**config.mk**
```make
export PLATFORM = sky130hd
export DESIGN_NAME = sample_discriminator
export DESIGN_NICKNAME = d
export VERILOG_FILES = /design/src/design/disc_pkg.sv /design/src/design/disc_regs_pkg.sv /design/src/design/disc_regs.sv /design/src/design/discriminator_gate.sv /design/src/design/sample_delay_line.sv /design/src/design/sample_discriminator.sv /design/src/design/trigger_hysteresis.sv
export SDC_FILE = /design/constraint.sdc
export NUM_CORES = 1
export LEC_CHECK = 0
export ABC_AREA = 1
export BUFFER_PORTS_ARGS = -buffer_cell sky130_fd_sc_hd__buf_2
export CAP_MARGIN = 20
export CORE_ASPECT_RATIO = 0.6
export CORE_MARGIN = 4
export CORE_UTILIZATION = 47
export CTS_BUF_LIST = sky130_fd_sc_hd__clkbuf_8
export DETAILED_ROUTE_END_ITERATION = 7
export GPL_ROUTABILITY_DRIVEN = 0
export MAX_ROUTING_LAYER = met4
export PLACE_DENSITY = 0.73
export SETUP_SLACK_MARGIN = 0.05
export SLEW_MARGIN = 20
export SYNTH_ARGS = -nofsm -noshare
export SYNTH_HDL_FRONTEND = slang
export SYNTH_HIERARCHICAL = 1
export SYNTH_SLANG_ARGS = --single-unit
export TNS_END_PERCENT = 50
```
**constraint.sdc**
```tcl
create_clock -name adc_clk -period 2.7 [get_ports adc_clk]
set_input_delay 0 -clock adc_clk [delete_from_list [all_inputs] [get_ports adc_clk]]
set_output_delay 0 -clock adc_clk [all_outputs]
set_load 0.02 [all_outputs]
```
**src/design/disc_pkg.sv**
```systemverilog
////////////////////////////////////////
// sample discriminator data path types
// sample, timestamp and delay widths
////////////////////////////////////////

package disc_pkg;

  ////////////////////////////////////////
  // channels and samples
  ////////////////////////////////////////

  // number of adc channels
  localparam int CHANNELS = 2;

  // signed adc sample
  localparam int SAMPLE_WIDTH = 16;
  typedef logic signed [SAMPLE_WIDTH-1:0] sample_t;

  ////////////////////////////////////////
  // timestamps
  ////////////////////////////////////////

  // count of valid steps since the last state reset
  localparam int TSTAMP_WIDTH = 32;
  typedef logic [TSTAMP_WIDTH-1:0] tstamp_t;

  ////////////////////////////////////////
  // delays
  ////////////////////////////////////////

  // delay line depth in samples
  localparam int MAX_DELAY_CYCLES = 16;

  // start and stop delays, counted in valid samples
  // the delay line pointers share this width
  localparam int DELAY_BITS = $clog2(MAX_DELAY_CYCLES);
  typedef logic [DELAY_BITS-1:0] delay_t;

endpackage

```
**src/design/disc_regs_pkg.sv**
```systemverilog
////////////////////////////////////////
// register bank definitions
// wishbone widths, word map, bus states
////////////////////////////////////////

package disc_regs_pkg;

  // bus widths
  localparam int WB_ADDR_WIDTH = 2;
  localparam int WB_DATA_WIDTH = 32;
  typedef logic [WB_ADDR_WIDTH-1:0] wb_addr_t;
  typedef logic [WB_DATA_WIDTH-1:0] wb_data_t;

  ////////////////////////////////////////
  // word addresses
  ////////////////////////////////////////

  // low threshold in 15:0, high threshold in 31:16
  localparam wb_addr_t REG_THRESH0 = 2'd0;
  localparam wb_addr_t REG_THRESH1 = 2'd1;
  // start/stop delay nibbles, channel 0 first
  localparam wb_addr_t REG_DELAYS  = 2'd2;
  // disable in 1:0, trigger select in 3:2
  localparam wb_addr_t REG_CTRL    = 2'd3;

  // stored bits of the delays and control words
  localparam int DELAYS_BITS = 16;
  localparam int CTRL_BITS   = 4;

  // single-cycle acknowledge
  typedef enum logic {
    WB_IDLE,
    WB_ACK
  } wb_state_t;

endpackage

```
**src/design/disc_regs.sv**
```systemverilog
////////////////////////////////////////
// wishbone classic register bank
// thresholds, delays, disable, trigger select
////////////////////////////////////////

`timescale 1ns/1ns

module disc_regs (
  input  logic                    adc_clk,
  input  logic                    rst_i,
  input  logic                    wb_cyc_i,
  input  logic                    wb_stb_i,
  input  logic                    wb_we_i,
  input  disc_regs_pkg::wb_addr_t wb_adr_i,
  input  disc_regs_pkg::wb_data_t wb_dat_i,
  output disc_regs_pkg::wb_data_t wb_dat_o,
  output logic                    wb_ack_o,
  output disc_pkg::sample_t       low_thresh_o  [disc_pkg::CHANNELS],
  output disc_pkg::sample_t       high_thresh_o [disc_pkg::CHANNELS],
  output disc_pkg::delay_t        start_delay_o [disc_pkg::CHANNELS],
  output disc_pkg::delay_t        stop_delay_o  [disc_pkg::CHANNELS],
  output logic                    disable_o     [disc_pkg::CHANNELS],
  output logic                    trig_sel_o    [disc_pkg::CHANNELS]
);

  import disc_pkg::*;
  import disc_regs_pkg::*;

  wb_state_t              state_q;
  wb_data_t               thresh_q [CHANNELS];
  logic [DELAYS_BITS-1:0] delays_q;
  logic [CTRL_BITS-1:0]   ctrl_q;

  ////////////////////////////////////////
  // bus handshake
  ////////////////////////////////////////

  // ack one cycle after cyc and stb, then back to idle
  always_ff @(posedge adc_clk) begin
    if (rst_i) begin
      state_q <= WB_IDLE;
    end else begin
      case (state_q)
        WB_IDLE: if (wb_cyc_i && wb_stb_i) state_q <= WB_ACK;
        default: state_q <= WB_IDLE;
      endcase
    end
  end

  assign wb_ack_o = (state_q == WB_ACK);

  // writes land on the ack cycle
  always_ff @(posedge adc_clk) begin
    if (rst_i) begin
      thresh_q[0] <= '0;
      thresh_q[1] <= '0;
      delays_q    <= '0;
      ctrl_q      <= '0;
    end else if (wb_ack_o && wb_we_i) begin
      case (wb_adr_i)
        REG_THRESH0: thresh_q[0] <= wb_dat_i;
        REG_THRESH1: thresh_q[1] <= wb_dat_i;
        REG_DELAYS:  delays_q    <= wb_dat_i[DELAYS_BITS-1:0];
        REG_CTRL:    ctrl_q      <= wb_dat_i[CTRL_BITS-1:0];
        default: ;
      endcase
    end
  end

  // read back, unused bits zero
  always_comb begin
    wb_dat_o = '0;
    case (wb_adr_i)
      REG_THRESH0: wb_dat_o = thresh_q[0];
      REG_THRESH1: wb_dat_o = thresh_q[1];
      REG_DELAYS:  wb_dat_o[DELAYS_BITS-1:0] = delays_q;
      REG_CTRL:    wb_dat_o[CTRL_BITS-1:0] = ctrl_q;
      default: ;
    endcase
  end

  ////////////////////////////////////////
  // field decode
  ////////////////////////////////////////

  for (genvar ch = 0; ch < CHANNELS; ch++) begin : g_fields
    assign low_thresh_o[ch]  = thresh_q[ch][SAMPLE_WIDTH-1:0];
    assign high_thresh_o[ch] = thresh_q[ch][2*SAMPLE_WIDTH-1:SAMPLE_WIDTH];
    // two nibbles per channel, start then stop
    assign start_delay_o[ch] = delays_q[2*ch*DELAY_BITS +: DELAY_BITS];
    assign stop_delay_o[ch]  = delays_q[(2*ch+1)*DELAY_BITS +: DELAY_BITS];
    assign disable_o[ch]     = ctrl_q[ch];
    assign trig_sel_o[ch]    = ctrl_q[CHANNELS+ch];
  end

endmodule

```
**src/design/discriminator_gate.sv**
```systemverilog
////////////////////////////////////////
// discriminator gate and timestamps
// trigger routing, stop-delay hold, output select
////////////////////////////////////////

`timescale 1ns/1ns

module discriminator_gate (
  input  logic              adc_clk,
  input  logic              rst_i,
  input  logic              adc_reset_state_i,
  input  logic              trig_i             [disc_pkg::CHANNELS],
  input  logic              trig_valid_i       [disc_pkg::CHANNELS],
  input  disc_pkg::sample_t adc_data_i         [disc_pkg::CHANNELS],
  input  disc_pkg::sample_t delayed_data_i     [disc_pkg::CHANNELS],
  input  disc_pkg::delay_t  stop_delay_i       [disc_pkg::CHANNELS],
  input  logic              disable_i          [disc_pkg::CHANNELS],
  input  logic              trig_sel_i         [disc_pkg::CHANNELS],
  output disc_pkg::sample_t adc_data_o         [disc_pkg::CHANNELS],
  output logic              adc_data_valid_o   [disc_pkg::CHANNELS],
  output disc_pkg::tstamp_t adc_tstamp_o       [disc_pkg::CHANNELS],
  output logic              adc_tstamp_valid_o [disc_pkg::CHANNELS]
);

  import disc_pkg::*;

  // state reset delayed to line up with the trigger stage
  logic    reset_state_q;
  delay_t  hold_q   [CHANNELS];
  logic    gate_q   [CHANNELS];
  tstamp_t step_q   [CHANNELS];
  logic    sel_trig [CHANNELS];
  logic    gate     [CHANNELS];

  // gate is open on a selected trigger or while the hold runs down
  always_comb begin
    for (int ch = 0; ch < CHANNELS; ch++) begin
      sel_trig[ch] = trig_i[trig_sel_i[ch]];
      gate[ch]     = sel_trig[ch] | (hold_q[ch] != '0);
    end
  end

  ////////////////////////////////////////
  // control state and valids
  ////////////////////////////////////////

  always_ff @(posedge adc_clk) begin
    if (rst_i) begin
      reset_state_q <= 1'b0;
      for (int ch = 0; ch < CHANNELS; ch++) begin
        hold_q[ch]             <= '0;
        gate_q[ch]             <= 1'b0;
        step_q[ch]             <= '0;
        adc_data_valid_o[ch]   <= 1'b0;
        adc_tstamp_valid_o[ch] <= 1'b0;
      end
    end else begin
      reset_state_q <= adc_reset_state_i;
      for (int ch = 0; ch < CHANNELS; ch++) begin
        adc_data_valid_o[ch]   <= 1'b0;
        adc_tstamp_valid_o[ch] <= 1'b0;
        if (reset_state_q) begin
          hold_q[ch] <= '0;
          gate_q[ch] <= 1'b0;
          step_q[ch] <= '0;
        end else if (trig_valid_i[ch]) begin
          // reload on trigger, otherwise count down to zero
          if (sel_trig[ch]) begin
            hold_q[ch] <= stop_delay_i[ch];
          end else if (hold_q[ch] != '0) begin
            hold_q[ch] <= hold_q[ch] - 1'b1;
          end
          gate_q[ch] <= gate[ch];
          step_q[ch] <= step_q[ch] + 1'b1;

          adc_data_valid_o[ch]   <= disable_i[ch] | gate[ch];
          // rising edge of the gate
          adc_tstamp_valid_o[ch] <= ~disable_i[ch] & gate[ch] & ~gate_q[ch];
        end
      end
    end
  end

  ////////////////////////////////////////
  // payload
  ////////////////////////////////////////

  always_ff @(posedge adc_clk) begin
    for (int ch = 0; ch < CHANNELS; ch++) begin
      if (trig_valid_i[ch]) begin
        // disabled channel passes the undelayed stream
        adc_data_o[ch]   <= disable_i[ch] ? adc_data_i[ch] : delayed_data_i[ch];
        adc_tstamp_o[ch] <= step_q[ch];
      end
    end
  end

endmodule

```
**src/design/sample_delay_line.sv**
```systemverilog
////////////////////////////////////////
// start delay line
// circular buffer per channel, 16 deep
////////////////////////////////////////

`timescale 1ns/1ns

module sample_delay_line (
  input  logic              adc_clk,
  input  logic              rst_i,
  input  disc_pkg::sample_t adc_data_i     [disc_pkg::CHANNELS],
  input  logic              adc_valid_i    [disc_pkg::CHANNELS],
  input  disc_pkg::delay_t  start_delay_i  [disc_pkg::CHANNELS],
  output disc_pkg::sample_t delayed_data_o [disc_pkg::CHANNELS]
);

  import disc_pkg::*;

  // write pointer, wraps over the full depth
  delay_t  wr_ptr_q [CHANNELS];
  delay_t  rd_ptr   [CHANNELS];
  sample_t mem_q    [CHANNELS][MAX_DELAY_CYCLES];

  ////////////////////////////////////////
  // pointers
  ////////////////////////////////////////

  always_ff @(posedge adc_clk) begin
    if (rst_i) begin
      for (int ch = 0; ch < CHANNELS; ch++) begin
        wr_ptr_q[ch] <= '0;
      end
    end else begin
      for (int ch = 0; ch < CHANNELS; ch++) begin
        if (adc_valid_i[ch]) wr_ptr_q[ch] <= wr_ptr_q[ch] + 1'b1;
      end
    end
  end

  // the current step goes to wr_ptr, so step n-S sits S entries behind it
  always_comb begin
    for (int ch = 0; ch < CHANNELS; ch++) begin
      rd_ptr[ch] = wr_ptr_q[ch] - start_delay_i[ch];
    end
  end

  ////////////////////////////////////////
  // buffer and read port
  ////////////////////////////////////////

  always_ff @(posedge adc_clk) begin
    for (int ch = 0; ch < CHANNELS; ch++) begin
      if (adc_valid_i[ch]) begin
        mem_q[ch][wr_ptr_q[ch]] <= adc_data_i[ch];
        // zero delay bypasses the buffer
        if (start_delay_i[ch] == '0) begin
          delayed_data_o[ch] <= adc_data_i[ch];
        end else begin
          delayed_data_o[ch] <= mem_q[ch][rd_ptr[ch]];
        end
      end
    end
  end

endmodule

```
**src/design/sample_discriminator.sv**
```systemverilog
////////////////////////////////////////
// two-channel sample discriminator
////////////////////////////////////////

`timescale 1ns/1ns

module sample_discriminator (
  input  logic                    adc_clk,
  input  logic                    rst_i,
  input  logic                    adc_reset_state_i,
  // wishbone slave
  input  logic                    wb_cyc_i,
  input  logic                    wb_stb_i,
  input  logic                    wb_we_i,
  input  disc_regs_pkg::wb_addr_t wb_adr_i,
  input  disc_regs_pkg::wb_data_t wb_dat_i,
  output disc_regs_pkg::wb_data_t wb_dat_o,
  output logic                    wb_ack_o,
  // adc stream in
  input  disc_pkg::sample_t       adc_data_i         [disc_pkg::CHANNELS],
  input  logic                    adc_valid_i        [disc_pkg::CHANNELS],
  // discriminated stream and timestamps out
  output disc_pkg::sample_t       adc_data_o         [disc_pkg::CHANNELS],
  output logic                    adc_data_valid_o   [disc_pkg::CHANNELS],
  output disc_pkg::tstamp_t       adc_tstamp_o       [disc_pkg::CHANNELS],
  output logic                    adc_tstamp_valid_o [disc_pkg::CHANNELS]
);

  import disc_pkg::*;

  sample_t low_thresh   [CHANNELS];
  sample_t high_thresh  [CHANNELS];
  delay_t  start_delay  [CHANNELS];
  delay_t  stop_delay   [CHANNELS];
  logic    disable_ch   [CHANNELS];
  logic    trig_sel     [CHANNELS];
  logic    trig         [CHANNELS];
  logic    trig_valid   [CHANNELS];
  sample_t delayed_data [CHANNELS];
  sample_t adc_data_q   [CHANNELS];

  // bypass path, one stage to match trigger and delay line
  always_ff @(posedge adc_clk) begin
    adc_data_q <= adc_data_i;
  end

  disc_regs regs0 (
    .adc_clk       (adc_clk),
    .rst_i         (rst_i),
    .wb_cyc_i      (wb_cyc_i),
    .wb_stb_i      (wb_stb_i),
    .wb_we_i       (wb_we_i),
    .wb_adr_i      (wb_adr_i),
    .wb_dat_i      (wb_dat_i),
    .wb_dat_o      (wb_dat_o),
    .wb_ack_o      (wb_ack_o),
    .low_thresh_o  (low_thresh),
    .high_thresh_o (high_thresh),
    .start_delay_o (start_delay),
    .stop_delay_o  (stop_delay),
    .disable_o     (disable_ch),
    .trig_sel_o    (trig_sel)
  );

  trigger_hysteresis trig0 (
    .adc_clk           (adc_clk),
    .rst_i             (rst_i),
    .adc_reset_state_i (adc_reset_state_i),
    .adc_data_i        (adc_data_i),
    .adc_valid_i       (adc_valid_i),
    .low_thresh_i      (low_thresh),
    .high_thresh_i     (high_thresh),
    .trig_o            (trig),
    .trig_valid_o      (trig_valid)
  );

  sample_delay_line delay0 (
    .adc_clk        (adc_clk),
    .rst_i          (rst_i),
    .adc_data_i     (adc_data_i),
    .adc_valid_i    (adc_valid_i),
    .start_delay_i  (start_delay),
    .delayed_data_o (delayed_data)
  );

  discriminator_gate gate0 (
    .adc_clk            (adc_clk),
    .rst_i              (rst_i),
    .adc_reset_state_i  (adc_reset_state_i),
    .trig_i             (trig),
    .trig_valid_i       (trig_valid),
    .adc_data_i         (adc_data_q),
    .delayed_data_i     (delayed_data),
    .stop_delay_i       (stop_delay),
    .disable_i          (disable_ch),
    .trig_sel_i         (trig_sel),
    .adc_data_o         (adc_data_o),
    .adc_data_valid_o   (adc_data_valid_o),
    .adc_tstamp_o       (adc_tstamp_o),
    .adc_tstamp_valid_o (adc_tstamp_valid_o)
  );

endmodule

```
**src/design/trigger_hysteresis.sv**
```systemverilog
////////////////////////////////////////
// analog trigger with hysteresis
// per-channel high/low threshold compare
////////////////////////////////////////

`timescale 1ns/1ns

module trigger_hysteresis (
  input  logic              adc_clk,
  input  logic              rst_i,
  input  logic              adc_reset_state_i,
  input  disc_pkg::sample_t adc_data_i    [disc_pkg::CHANNELS],
  input  logic              adc_valid_i   [disc_pkg::CHANNELS],
  input  disc_pkg::sample_t low_thresh_i  [disc_pkg::CHANNELS],
  input  disc_pkg::sample_t high_thresh_i [disc_pkg::CHANNELS],
  output logic              trig_o        [disc_pkg::CHANNELS],
  output logic              trig_valid_o  [disc_pkg::CHANNELS]
);

  import disc_pkg::*;

  // trig_o is the held state itself, one stage after the sample
  always_ff @(posedge adc_clk) begin
    if (rst_i) begin
      for (int ch = 0; ch < CHANNELS; ch++) begin
        trig_o[ch]       <= 1'b0;
        trig_valid_o[ch] <= 1'b0;
      end
    end else begin
      for (int ch = 0; ch < CHANNELS; ch++) begin
        // steps seen during a state reset are not counted downstream
        trig_valid_o[ch] <= adc_valid_i[ch] & ~adc_reset_state_i;

        if (adc_reset_state_i) begin
          trig_o[ch] <= 1'b0;
        end else if (adc_valid_i[ch]) begin
          // signed compares, state kept between the thresholds
          if (adc_data_i[ch] > high_thresh_i[ch]) begin
            trig_o[ch] <= 1'b1;
          end else if (adc_data_i[ch] < low_thresh_i[ch]) begin
            trig_o[ch] <= 1'b0;
          end
        end
      end
    end
  end

endmodule
```
==> metrics.csv <==
stage;metric;value;unit
outcome;outcome;finished clean;
sta;final hold viol count;0;
global_routing;first-pass GRT wire length;158800;um
power_and_ir_drop;Comb power frac;12.1;%
floorplan;I/O Pins;207;
final_layout;commonest non-fill, non-tap cell in the layout;nand2_1;
sta;Worst slew margin;45.52;%
sta;RSZ-0062 raised after global routing;yes;
power_and_ir_drop;Internal;20.73;mW
final_layout;most frequent cells in the layout;1206 x nand2_1, 786 x edfxtp_1, 509 x nand3_1;
synth;net count after synthesis;3856;
power_and_ir_drop;LEAKAGE;18.20;nW
synth;Mapped Area;37600;sq um
global_routing;GRT Total Usage;25.32;%
synth;Post-synth ARST share;0;%
synth;mean post-synth cell area;10.16;sq um
final_layout;Synth-to-Final Area Change;16.33;%
floorplan;site row count;80;
final_layout;area of the multi-input gates;10450;sq um
critical_path;Worst setup EP type;flip-flop;
clocking;clk root buf;clkbuf_8;
synth;FF+latch count, synth;848;
sta;Final setup viols;0;
critical_path;crit path kind;input pin to flip-flop;
synth;Post-synth EDFFs;786;
floorplan;die area;84730;sq um
routing;Initial DRT Pass Iterations;7;
critical_path;worst r2r dst;delay0/delayed_data_o[27]$_DFFE_PP_;
critical_path;worst reg2reg setup slack;0.15;ns
clocking;Num CTS Buffers;119;
min_path;hold path start;adc_data_i[12];
sta;worst hold slack;0.1282;ns
floorplan;Initial Utilization;47.36;%
final_layout;Non-Filler Instances;5269;
placement;Cells after DPL;4954;
global_routing;grt ovf;0;
min_path;Min-Delay Path Depth;2;
floorplan;core area;79380;sq um
placement;dpl ws;0.08071;ns
critical_path;required time worst endpoint;3.32;ns
routing;Routed Antenna Nets;0;
power_and_ir_drop;Power Density;645.3;nW/um^2
synth;Main synth FF type;edfxtp_1;
routing;DRC;0;
floorplan;Die W;373.1;um
min_path;Worst Hold Endpoint;delay0/mem_q[0][364]$_DFFE_PP_;
power_and_ir_drop;Worst VDD drop;0.3650;mV
clocking;CTS tree;done;
floorplan;DIE HEIGHT;227.1;um
sta;final worst path period share;97.40;%
final_layout;fillers;6650;
final_layout;final net count;4258;
synth;sequential fraction of the synthesis area;66.08;%
critical_path;Reg-to-Reg Start;delay0/wr_ptr_q[0][0]$_SDFFCE_PN0P_;
sta;Slew Limit Fails;0;
sta;Setup WS post-layout;0.07013;ns
critical_path;Setup crit start kind;input pin;
clocking;# clock sinks;848;
clocking;CTS clk-pin slew, worst paths;0.07;ns
clocking;Clock Latency Late Sink;0.75;ns
sta;Least-Margin Pin Slew;0.8164;ns
sta;fin crit period;2.630;ns
power_and_ir_drop;Net Sw Power;7.490;mW
routing;DRT iter0 DRCs;3890;
routing;Routed WL per cell;20.07;um
synth;Yosys Warn Count;6;
power_and_ir_drop;Clock Power Share;34.8;%
power_and_ir_drop;total power;28.22;mW
power_and_ir_drop;fraction of power consumed by sequential logic;53.2;%
final_layout;layout cell share with drive strength beyond 1;13.04;%
flow_run;max-cap violation count;0;
routing;Total Wirelength;105800;um
sta;Setup Skew;0.03982;ns
routing;vias;28060;
routing;DR vias/cell;5.325;
critical_path;WP data arrival;3.25;ns
placement;post-DP HPWL;70220;um
synth;Netlist cell types;40;
clocking;CTS H-tree lvls;3;
clocking;CTS Buffer Depth;3;
synth;top post-synthesis cells by area;edfxtp_1 63%, nand2_1 12%, nand3_1 6.8%;
critical_path;FF-to-FF path depth;12;
synth;top cell type's share of synthesized area;62.78;%
min_path;Worst Hold Class;input pin to flip-flop;
critical_path;Max FO, Critical Path;13;
global_routing;vias in the first global route;25890;
global_routing;largest net degree at the start of global routing;73;
final_layout;register area;24850;sq um
sta;FMAX;380.2;MHz
placement;Port Buffers;206;
global_routing;number of antenna violations at the first check in global routing;9;
sta;setup_tns;0;ns
synth;Syn Inst Count;3700;
synth;Yosys top cell by area;edfxtp_1;
power_and_ir_drop;Sw Ratio;26.54;%
==> cell families after synthesis <==
family | Yosys count | share of synthesized area (%)
xor gates and xnor gates | 16 | 0.3727
buffers and inverters | 607 | 6.450
AOI/OAI and AO/OA | 133 | 1.890
DFF | 848 | 66.08
adders and majority gates | 82 | 2.769
and+or+nand+nor | 2014 | 22.44
==> per-stage QoR <==
stage	utilization, %	area, sq um
after floorplan	-	37600
after global placement	50.93	40430
after detailed placement	50.93	40430
after CTS	54.99	43650
after global routing	55.09	43730
final	55.10	43730
==> how the worst max path moves through the flow <==
stage / start / to / slack [ns]
floorplan: trig0/trig_valid_o[1]$_SDFF_PP0_ / gate0/gate_q[0]$_DFFE_PP_ / -0.1
CTS: delay0/wr_ptr_q[0][0]$_SDFFCE_PN0P_ / delay0/delayed_data_o[31]$_DFFE_PP_ / 0.06
finish: wb_adr_i[0] / regs0/delays_q[6]$_SDFFE_PP0P_ / 0.07
global placement: delay0/wr_ptr_q[0][0]$_SDFFCE_PN0P_ / delay0/delayed_data_o[19]$_DFFE_PP_ / 0.17
detailed placement: delay0/wr_ptr_q[0][0]$_SDFFCE_PN0P_ / delay0/delayed_data_o[31]$_DFFE_PP_ / 0.08
global route: delay0/wr_ptr_q[0][4]$_SDFFCE_PN0P_ / delay0/delayed_data_o[2]$_DFFE_PP_ / 0.04
==> Yosys cell counts, types with 2 or more instances <==
cell type / number
nor2_4: 8
inv_2: 12
nand2_2: 4
xor2_1: 11
clkinv_1: 3
buf_4: 4
nor3_1: 6
o21ai_1: 8
clkbuf_1: 19
o21a_1: 11
a21oi_1: 83
o21ai_0: 25
ha_1: 80
xnor2_1: 5
nand4_1: 9
buf_2: 97
nor2_2: 11
edfxtp_1: 786
or2_2: 3
buf_1: 8
inv_1: 462
nand3_1: 510
nor2_8: 4
fa_1: 2
dfxtp_1: 62
nand2_1: 1208
nor2_1: 245
a21oi_2: 2
==> critical path, stage by stage <==
cell           delay (ns)
dlygate4sd3_1        0.59
buf_2                0.20
dlygate4sd3_1        0.66
nor2_4               0.26
buf_4                0.24
nand3_1              0.08
dlygate4sd3_1        0.57
nand2_1              0.06
nor2_1               0.05
dlygate4sd3_1        0.55
==> metal layers <==
metal / wire length (um) / global-route usage [%]
met5: 0 / -
met4: 2499 / 6.285
met3: 14180 / 6.226
met2: 42320 / 33.44
met1: 46770 / 38.82
==> final cells by class <==
type | instances | area share, %
Antenna cell | 8 | 0.04577
Inverter | 478 | 4.125
Clock buffer | 133 | 4.186
Sequential cell | 848 | 56.81
Multi-Input combinational cell | 2245 | 23.88
Clock inverter | 81 | 1.070
Tap cell | 1066 | 3.050
Timing Repair Buffer | 410 | 6.829
==> registers in the layout, summed over array words and instances (netlist names), 8 cells and up <==
name                   flops
gate0/hold_q               8
delay0/wr_ptr_q            8
delay0/mem_q             512
adc_data_q                32
regs0/delays_q            16
gate0/step_q              64
delay0/delayed_data_o     32
regs0/thresh_q            64
gate0/adc_tstamp_o        64
gate0/adc_data_o          32
==> power by group through the flow <==
stage | sequential, mW | combinational [mW] | clock [mW]
6_report | 15.0 | 3.41 | 9.81
5_1_grt | 15.0 | 3.73 | 10.6
4_1_cts | 15.0 | 3.32 | 9.97
3_3_place_gp | 15.3 | 3.15 | 0
2_1_floorplan | 15.3 | 1.85 | 0
3_5_place_dp | 15.3 | 3.21 | 0
==> repair_timing <==
action | CTS | global route
setup endpoints to repair | 0 | 26
hold endpoints to repair | 742 | 0
resized for setup | 0 | 11
buffers inserted | 0 | 1
hold buffers | 92 | 0
(Power assumes the default switching activity.)
